File: src/source/fetch_pkg.sv
// fetch_pkg: byte address, four-byte window and byte mask types with their constants
`default_nettype none

package fetch_pkg;

    // byte address width of the core bus
    localparam int ADDR_W = 24;

    // one window byte
    localparam int BYTE_W = 8;

    // the window always holds four consecutive bytes
    localparam int WINDOW_BYTES = 4;
    localparam int WINDOW_W = WINDOW_BYTES * BYTE_W;

    // byte address, no alignment implied
    typedef logic [ADDR_W-1:0] addr_t;

    // single byte, used for the load port and window lanes
    typedef logic [BYTE_W-1:0] byte_t;

    // little endian window
    // bits 7:0 hold the byte at the window base
    typedef logic [WINDOW_W-1:0] window_t;

    // one bit per window byte
    // used for both the valid set and the still-to-fetch set
    typedef logic [WINDOW_BYTES-1:0] byte_mask_t;

    // empty and full masks
    localparam byte_mask_t MASK_NONE = '0;
    localparam byte_mask_t MASK_ALL = '1;

endpackage

`default_nettype wire

File: src/source/mem_pkg.sv
// mem_pkg: bus word type, RAM geometry and bus clock ratio constants
`default_nettype none

package mem_pkg;

    // 16-bit data bus, even byte in the low half
    localparam int WORD_W = 16;
    typedef logic [WORD_W-1:0] word_t;

    // word RAM depth and its word address width
    // upper byte address bits are not decoded and alias
    localparam int RAM_WORDS = 4096;
    localparam int RAM_AW = $clog2(RAM_WORDS);

    // one bus cycle every BUS_RATIO clocks, 1 or more
    localparam int BUS_RATIO = 2;

    // counter width for the clock enable
    // a ratio of 1 still needs a one-bit counter
    localparam int CEN_CNT_W = (BUS_RATIO > 1) ? $clog2(BUS_RATIO) : 1;

    // last count of a bus period, cen fires here
    localparam int CEN_LAST = BUS_RATIO - 1;

endpackage

`default_nettype wire

File: src/source/fetch_window.sv
// fetch_window: four-byte fetch window controller with partial-reuse refill
`timescale 1ns/1ps
`default_nettype none

module fetch_window
    import fetch_pkg::*;
    import mem_pkg::*;
(
    input  wire logic  clk,
    input  wire logic  rst,
    input  wire logic  cen,

    // request sources
    input  wire logic  ldram_en,
    input  wire addr_t idx_addr,
    input  wire addr_t pc,

    // word bus towards the RAM
    output addr_t      ram_addr,
    input  wire word_t ram_dout,

    // window out
    output window_t    dout,
    output logic       ram_rdy
);

    // current request, data load address wins when selected
    addr_t req;

    // address of window byte 0
    addr_t base;

    // distance from the window base to the request
    addr_t delta;

    // window contents, byte i at base + i
    window_t win;

    // bytes that hold good data
    byte_mask_t vld;

    // bytes still waiting for a bus word
    byte_mask_t fetch;

    // per byte, stored this bus cycle and which lane it comes from
    byte_mask_t take;
    byte_mask_t lane_hi;

    // request lies 1 to 3 bytes past a full window
    logic reuse;

    // bytes dropped from the low end, 0 means full refill
    logic [1:0] shift;

    // bus cycle actions
    logic fill_go;
    logic start_go;

    assign req = ldram_en ? idx_addr : pc;
    assign delta = req - base;

    // ready only for a full window sitting at the request
    // a request change drops this in the same cycle
    assign ram_rdy = (vld == MASK_ALL) && (delta == '0);

    // reuse needs every byte valid, otherwise the shifted data is junk
    assign reuse = (vld == MASK_ALL) && (delta[ADDR_W-1:2] == '0) && (delta[1:0] != 2'd0);
    assign shift = reuse ? delta[1:0] : 2'd0;

    // pending bytes are served first, new requests wait until idle
    assign fill_go = cen && (fetch != MASK_NONE);
    assign start_go = cen && (fetch == MASK_NONE) && !ram_rdy;

    // map the bus word onto the pending window bytes
    // a byte is taken when its word matches the bus address word
    for (genvar i = 0; i < WINDOW_BYTES; i++) begin : g_lane
        addr_t byte_addr;

        assign byte_addr = base + addr_t'(i);
        assign take[i] = fetch[i] && (byte_addr[ADDR_W-1:1] == ram_addr[ADDR_W-1:1]);
        // odd byte addresses sit in the high lane
        assign lane_hi[i] = byte_addr[0];
    end

    // control state, base, masks and bus address
    always_ff @(posedge clk or posedge rst) begin
        if (rst) begin
            base <= '0;
            vld <= MASK_NONE;
            fetch <= MASK_NONE;
            ram_addr <= '0;
        end else if (fill_go) begin
            // one word per bus cycle, one or two bytes land
            vld <= vld | take;
            fetch <= fetch & ~take;
            // step to the next word, aligned
            ram_addr <= {ram_addr[ADDR_W-1:1] + 1'b1, 1'b0};
        end else if (start_go) begin
            base <= req;
            case (shift)
                2'd1: begin
                    // keep three bytes, read the top one
                    vld <= 4'b0111;
                    fetch <= 4'b1000;
                    ram_addr <= req + addr_t'(3);
                end
                2'd2: begin
                    // keep two bytes, read the upper pair
                    vld <= 4'b0011;
                    fetch <= 4'b1100;
                    ram_addr <= req + addr_t'(2);
                end
                2'd3: begin
                    // only the old top byte survives
                    vld <= 4'b0001;
                    fetch <= 4'b1110;
                    ram_addr <= req + addr_t'(1);
                end
                default: begin
                    // jump, backward step or cold start
                    vld <= MASK_NONE;
                    fetch <= MASK_ALL;
                    ram_addr <= req;
                end
            endcase
        end
    end

    // window bytes, payload only
    always_ff @(posedge clk) begin
        if (fill_go) begin
            for (int i = 0; i < WINDOW_BYTES; i++) begin
                if (take[i]) begin
                    win[i*BYTE_W +: BYTE_W] <= lane_hi[i] ? ram_dout[BYTE_W +: BYTE_W]
                                                          : ram_dout[0 +: BYTE_W];
                end
            end
        end else if (start_go) begin
            // slide kept bytes down to the new base
            case (shift)
                2'd1: win <= win >> BYTE_W;
                2'd2: win <= win >> (2 * BYTE_W);
                2'd3: win <= win >> (3 * BYTE_W);
                default: win <= win;
            endcase
        end
    end

    assign dout = win;

endmodule

`default_nettype wire

File: config.mk
export PLATFORM = sky130hd
export DESIGN_NAME = fetch_window
export DESIGN_NICKNAME = d
export VERILOG_FILES = /design/src/source/fetch_pkg.sv /design/src/source/mem_pkg.sv /design/src/source/fetch_window.sv
export SDC_FILE = /design/constraint.sdc
export NUM_CORES = 1
export LEC_CHECK = 0
export CAP_MARGIN = 5
export CORE_ASPECT_RATIO = 1.2
export CORE_MARGIN = 5
export CORE_UTILIZATION = 50
export DETAILED_ROUTE_END_ITERATION = 8
export DONT_BUFFER_PORTS = 1
export SLEW_MARGIN = 40
export SYNTH_ARGS = -nofsm -noshare
export SYNTH_HDL_FRONTEND = slang
export SYNTH_SLANG_ARGS = --single-unit
export TNS_END_PERCENT = 30
File: constraint.sdc
create_clock -name clk -period 13.2 [get_ports clk]
set_clock_uncertainty 0.15 [all_clocks]
set_input_delay 1.32 -clock clk [delete_from_list [all_inputs] [get_ports clk]]
set_output_delay 1.32 -clock clk [all_outputs]
set_load 0.005 [all_outputs]
**Word-level counts from Yosys, hierarchy flattened**

Cells that the tools add are included.

- Flip-flop bits (word level): 88
- Input bits: 68
- Output and inout bits: 57
- Word-level logic and storage cells: 77

- $add $sub $neg: 8
- Eq/ne operators: 12
- Mux-type cells: 22
- Bitwise logic cells: 4
- Reduce and logical (&&, ||, !) cells: 23

Operator list:

| operator | number |
|---|---|
| adder 24 x 2 -> 24 bit, second input constant | 4 |
| case mux 32 bit (3 select lines) | 1 |
| == test 23 bit | 4 |
| two-way mux 24 bit | 3 |
| case mux 24 bit (3 select lines) | 1 |
| two-way mux 32 bit | 2 |
| two-way mux 8 bit | 8 |
| adder 24 x 1 -> 24 bit, second input constant | 2 |
| logical NOT 24 bit | 1 |
| subtractor 24 bit | 1 |
| adder 23 x 1 -> 23 bit, second input constant | 1 |
| logical NOT 22 bit | 1 |
| case mux 3 bit (3 select lines) | 2 |
| two-way mux 4 bit | 4 |
| AND reduction 3 bit | 4 |
| logical AND 1 bit | 10 |
| inequality test 2 bit, second input constant | 4 |
| nonzero test 4 bit | 2 |
| AND 4 bit | 1 |
| == test 2 bit, second input constant | 2 |
| == test 4 bit, second input constant | 1 |
| logical NOT 4 bit | 1 |
| NOT 4 bit | 1 |
| bitwise OR 4 bit | 1 |
| 6 further kinds | 7 |

**Longest topological paths before layout**

- Word-level depth: 10
- Mapped depth: 28
- Gate-level depth less buffers: 24

**Worst setup path before layout**

Ideal clock, no wire load.

- Path kind: input to register
- Start: in ldram_en
- End: reg ram_addr[11]
- Library setup time: 0.083 ns
- Data arrival time: 7.088 ns
- Required time: 12.967 ns
- Slack: 5.879 ns
- Cell stages on the path: 28
- Path through: buf_4 > buf_4 > buf_4 > mux2i_1 > inv_1 > ha_1 > buf_2 > a21oi_1 > o21a_1 > nor2_1 > o31ai_2 > or4b_1 > nor4_2 > nand4_2 > nor4_4 > nand2b_1 > inv_1 > ha_1 > clkbuf_1 > inv_1 > ha_1 > a21oi_1 > nor4_1 > nand2_1 > nor3_1 > xnor2_1 > a31oi_1 > o21ai_0

- Word-level cells in the longest chain between the ends: 10
- Elaborated cells on any way between the ends: 21
- Those cells by class: 4 x add/sub; 3 x eq/ne; 5 x mux; 9 x reduce/logical

Ends and longest elaborated chain:

| element | line | source |
|---|---|---|
| start: declaration | fetch_window.sv:14 | `input wire logic ldram_en,` |
| two-way mux 24 bit * | fetch_window.sv:59 | `assign req = ldram_en ? idx_addr : pc;` |
| via req[16] | fetch_window.sv:28 | `addr_t req;` |
| subtractor 24 bit * | fetch_window.sv:60 | `assign delta = req - base;` |
| logical NOT 22 bit | fetch_window.sv:67 | `assign reuse = (vld == MASK_ALL) && (delta[ADDR_W-1:2] == '0) && (delta[1:0] != 2'd0);` |
| logical AND 1 bit (2 in series) | fetch_window.sv:67 |  |
| two-way mux 2 bit | fetch_window.sv:68 | `assign shift = reuse ? delta[1:0] : 2'd0;` |
| == test 2 bit / == test 2 x 1 -> 1 bit (equally long branches) | fetch_window.sv:100 | `case (shift)` |
| case mux 24 bit (3 select lines) | fetch_window.sv:100 |  |
| two-way mux 24 bit | fetch_window.sv:98 | `end else if (start_go) begin` |
| two-way mux 24 bit | fetch_window.sv:92 | `end else if (fill_go) begin` |
| end signal: assignment | fetch_window.sv:97 | `ram_addr <= {ram_addr[ADDR_W-1:1] + 1'b1, 1'b0};` |
| end signal: assignment | fetch_window.sv:105 | `ram_addr <= req + addr_t'(3);` |
| end signal: assignment | fetch_window.sv:111 | `ram_addr <= req + addr_t'(2);` |
| end: declaration | fetch_window.sv:19 | `output addr_t ram_addr,` |

Mark *: on every way through the listed nets, which the timed path passes. The rest lies on a longest branch. The select of a mux whose other input is x is not followed.
A chain may end at the register's enable or synchronous reset.

**Worst setup path in the final report**

- Start: in ldram_en
- End: reg ram_addr[11]

- Word-level cells in the longest chain between the ends: 10
- Elaborated cells on any way between the ends: 21
- Those cells by class: 4 x add/sub; 3 x eq/ne; 5 x mux; 9 x reduce/logical

Ends and longest elaborated chain:

| element | line |
|---|---|
| two-way mux 24 bit * | fetch_window.sv:59 |
| via req[1] | fetch_window.sv:28 |
| subtractor 24 bit | fetch_window.sv:60 |
| logical NOT 22 bit | fetch_window.sv:67 |
| logical AND 1 bit (2 in series) | fetch_window.sv:67 |
| two-way mux 2 bit | fetch_window.sv:68 |
| == test 2 bit / == test 2 x 1 -> 1 bit (equally long branches) | fetch_window.sv:100 |
| case mux 24 bit (3 select lines) | fetch_window.sv:100 |
| two-way mux 24 bit | fetch_window.sv:98 |
| two-way mux 24 bit | fetch_window.sv:92 |

Marked as above.

==> flow_metrics.env <==
export IMPL_outcome="finished clean"
export IMPL_dieHeight_um=161
export IMPL_critical_path_class="input pin to flop"
export IMPL_wl_met2_um=18300
export IMPL_hp_start="vld[2]"
export IMPL_r2r_end="ram_addr[11]"
export IMPL_nets=1305
export IMPL_antenna_found_initial=0
export IMPL_synthTopCellsByArea="dfrtp_1 15%, edfxtp_1 10%, xnor2_1 6.9%, nand2_1 5.4%, nor2_1 5.1%"
export IMPL_initial_utilization_pct=50.7
export IMPL_place_congestion=0.991
export IMPL_slowest_stage="nor4_4"
export IMPL_fin_cells=1461
export IMPL_numClockSinks=88
export IMPL_dp_hpwl_um=29500
export IMPL_synth_ff_type="dfrtp_1"
export IMPL_grt_usage_pct=33.3
export IMPL_hold_end="vld[2]"
export IMPL_fmax_ghz=0.125
export IMPL_critical_path_max_fanout=28
export IMPL_r2r_start="base[1]"
export IMPL_arrival_ns=8.14
export IMPL_period_share_pct=60.7
export IMPL_hold_path_class="flop to flop"
export IMPL_cts_made_buffers=9
export IMPL_numPortBuffers=0
export IMPL_io_pins=125
export IMPL_synthToLayoutAreaGrowth_pct=5.16
export IMPL_leakage_nw=3.69
export IMPL_hold_depth=2
export IMPL_startpoint_type="input pin"
export IMPL_synthAdderAreaFrac_pct=5.00
export IMPL_num_rows=55
export IMPL_antenna_cells=0
export IMPL_syn_area_um2=9560
export IMPL_yosysUniqueCellTypes=85
export IMPL_cp_cell_sequence="mux2i_1 -> inv_1 -> ha_1 -> nor2b_1 -> o2111ai_1 -> a211oi_1 -> o21ai_1 -> mux2i_1 -> nor4b_1 -> nand4_2 -> nor4_4 -> nand2b_1 -> inv_1 -> ha_1 -> inv_1 -> ha_1 -> a21oi_1 -> nor4_2 -> nand2_1 -> nor3_1 -> xnor2_1 -> a31oi_1 -> o21ai_0"
export IMPL_synth_edf_count=32
export IMPL_grt_pass1_wl_um=56300
export IMPL_wl_um=37200
export IMPL_wl_met3_um=2700
export IMPL_powerDensity_nw_per_um2=97.7
export IMPL_drt_iter0_drc=708
export IMPL_r2r_slack_ns=6.18
export IMPL_nFillCells=1916
export IMPL_synth_fp_nets=1351
export IMPL_post_place_cells=1445
export IMPL_wl_met1_um=13900
export IMPL_synthCells=1246
export IMPL_firstDrtPassIters=5
export IMPL_critical_path_required_ns=13.33
export IMPL_syn_area_per_cell_um2=7.67
export IMPL_core_um2=18900
export IMPL_die_area_um2=22000
export IMPL_worst_setup_path_end_kind="flop"
export IMPL_yosysTopAreaCell="dfrtp_1"
export IMPL_synthTopCellsByCount="137 x nand2_1, 130 x nor2_1, 75 x xnor2_1"
export IMPL_yosysTopAreaCellShare_pct=14.7
export IMPL_drv_cap=0
export IMPL_grt_pass1_vias=9415
export IMPL_max_slew_margin_pct=39.1
export IMPL_drive_gt1_share_pct=6.56
export IMPL_setup_tns_ns=0
export IMPL_yosysMostFrequentCell="nand2_1"
export IMPL_routed_via_count=9665
export IMPL_synth_seq_cells=88
export IMPL_synth_compound_area_share_pct=22.8
export IMPL_clk_pin_slew_ns=0.08
export IMPL_dpl_instance_area_um2=9720
export IMPL_synth_xor_area_share_pct=10.4
export IMPL_seq_area_frac_synth_pct=24.7
export IMPL_rsz0062_at_grt="false"
export IMPL_async_flop_share_pct=63.6
export IMPL_synth_top_family_by_area="simple AND/OR/NAND/NOR gates"
export IMPL_clockRootBuffer="clkbuf_16"
export IMPL_setup_violations=0
export IMPL_slowest_delay_ns=0.63
export IMPL_cts_setup_buffers=0
export IMPL_ctsHoldBuffers=0
export IMPL_clkLatencyLatePin_ns=0.36
export IMPL_wl_per_cell_um=25.4
export IMPL_synth_simple_area_share_pct=26.1
export IMPL_grt_max_degree=59
export IMPL_routed_via_density=6.62
export IMPL_cts_htree_levels=3
export IMPL_drtAntennaViolNets=0
export IMPL_final_area_um2=10000
export IMPL_fp_dieW_um=136
export IMPL_grt_overflow_total=0
export IMPL_maxSlewViolCount=0
export IMPL_drc=0
export IMPL_finalCriticalPeriod_ns=8.01
export IMPL_yosysWarnings=0
export IMPL_r2r_cells=22
export IMPL_final_util_pct=53.3
export IMPL_cts_tree="done"
export IMPL_cts_max_path_buffers=2
export IMPL_vdd_ir_drop_worst_mv=0.0554
export IMPL_synthMuxAreaShare_pct=5.11
export IMPL_routed_top_layer="met4"
export IMPL_hold_viol_final=0
export IMPL_cts_repair_resized=0
export IMPL_worst_pin_slew_ns=0.901
-- kinds of logic (layout without fill, tap and decap cells) --
group           count (synthesis)  count (layout)
buf+inv                       135              94
simple gates                  507             507
xor+xnor                      113             113
flops                          88              88
compound gates                319             319
fa+ha+maj                      37              37
mux                            47              47
-- flip-flops by register name, indices dropped and copies added, names as in the netlist --
name and cells:
fetch 4, dout 32, ram_addr 24, vld 4, base 24
-- metal layers --
layer	global-route usage (%)	vias to the layer above
met1	39.6	4548
met4	17.0	0
li1	-	4489
met3	5.45	112
met2	57.6	516
met5	0	-
-- stage by stage --
stage	setup slack, ns	total power, mW	hold WS, ns
2_1_floorplan	5.88	0.601	0.332
4_1_cts	5.01	0.973	0.386
3_5_place_dp	4.68	0.707	0.368
3_3_place_gp	4.74	0.709	0.359
5_1_grt	4.70	1.02	0.404
6_report	5.19	0.982	0.386
-- where the power goes --
| group | switching, mW | leakage, nW | internal, mW |
|---|---|---|---|
| combinational | 0.237 | 2.59 | 0.134 |
| sequential | 0.0425 | 0.955 | 0.299 |
| clock | 0.135 | 0.144 | 0.134 |
| total | 0.415 | 3.69 | 0.568 |
-- layout by cell type, fill, tap and decap left out, drive strengths merged, types with 37 or more instances in the layout --
| cell type | netlist | final |
|---|---|---|
| inv | 59 | 62 |
| dfrtp | 56 | 56 |
| mux2i | 43 | 43 |
| xor2 | 37 | 37 |
| nor3 | 50 | 50 |
| nor2 | 130 | 130 |
| a31oi | 37 | 37 |
| o21ai | 77 | 77 |
| nand3 | 48 | 48 |
| a21oi | 63 | 63 |
| nand2 | 137 | 137 |
| xnor2 | 76 | 76 |
-- worst max-delay path: cells and delay by family --
kind,cells,cell delay (ns)
buf+inv,3,0.55
compound gates,6,1.33
simple gates,8,2.84
mux,2,0.80
fa+ha+maj,3,1.12
xor+xnor,1,0.15
-- final cells by class --
| cell class | instances | area (um^2) | area share [%] |
|---|---|---|---|
| timing repair buffer | 17 | 135 | 1.34 |
| sequential | 88 | 2360 | 23.5 |
| inverter | 61 | 229 | 2.28 |
| clock inverter | 7 | 75.1 | 0.747 |
| multi-input combinational | 1023 | 6700 | 66.7 |
| tap | 256 | 320 | 3.19 |
| clock buffer | 9 | 225 | 2.24 |
-- how the worst max path moves through the flow --
stage / startpoint / to / cells after the start
6_report: ldram_en / ram_addr[11] / 23
4_1_cts: ldram_en / ram_addr[11] / 23
2_1_floorplan: ldram_en / ram_addr[11] / 28
5_1_grt: ldram_en / ram_addr[11] / 23
3_3_place_gp: ldram_en / ram_addr[11] / 23
3_5_place_dp: ldram_en / ram_addr[11] / 23
No activity file was read; power rests on OpenSTA's default activity.
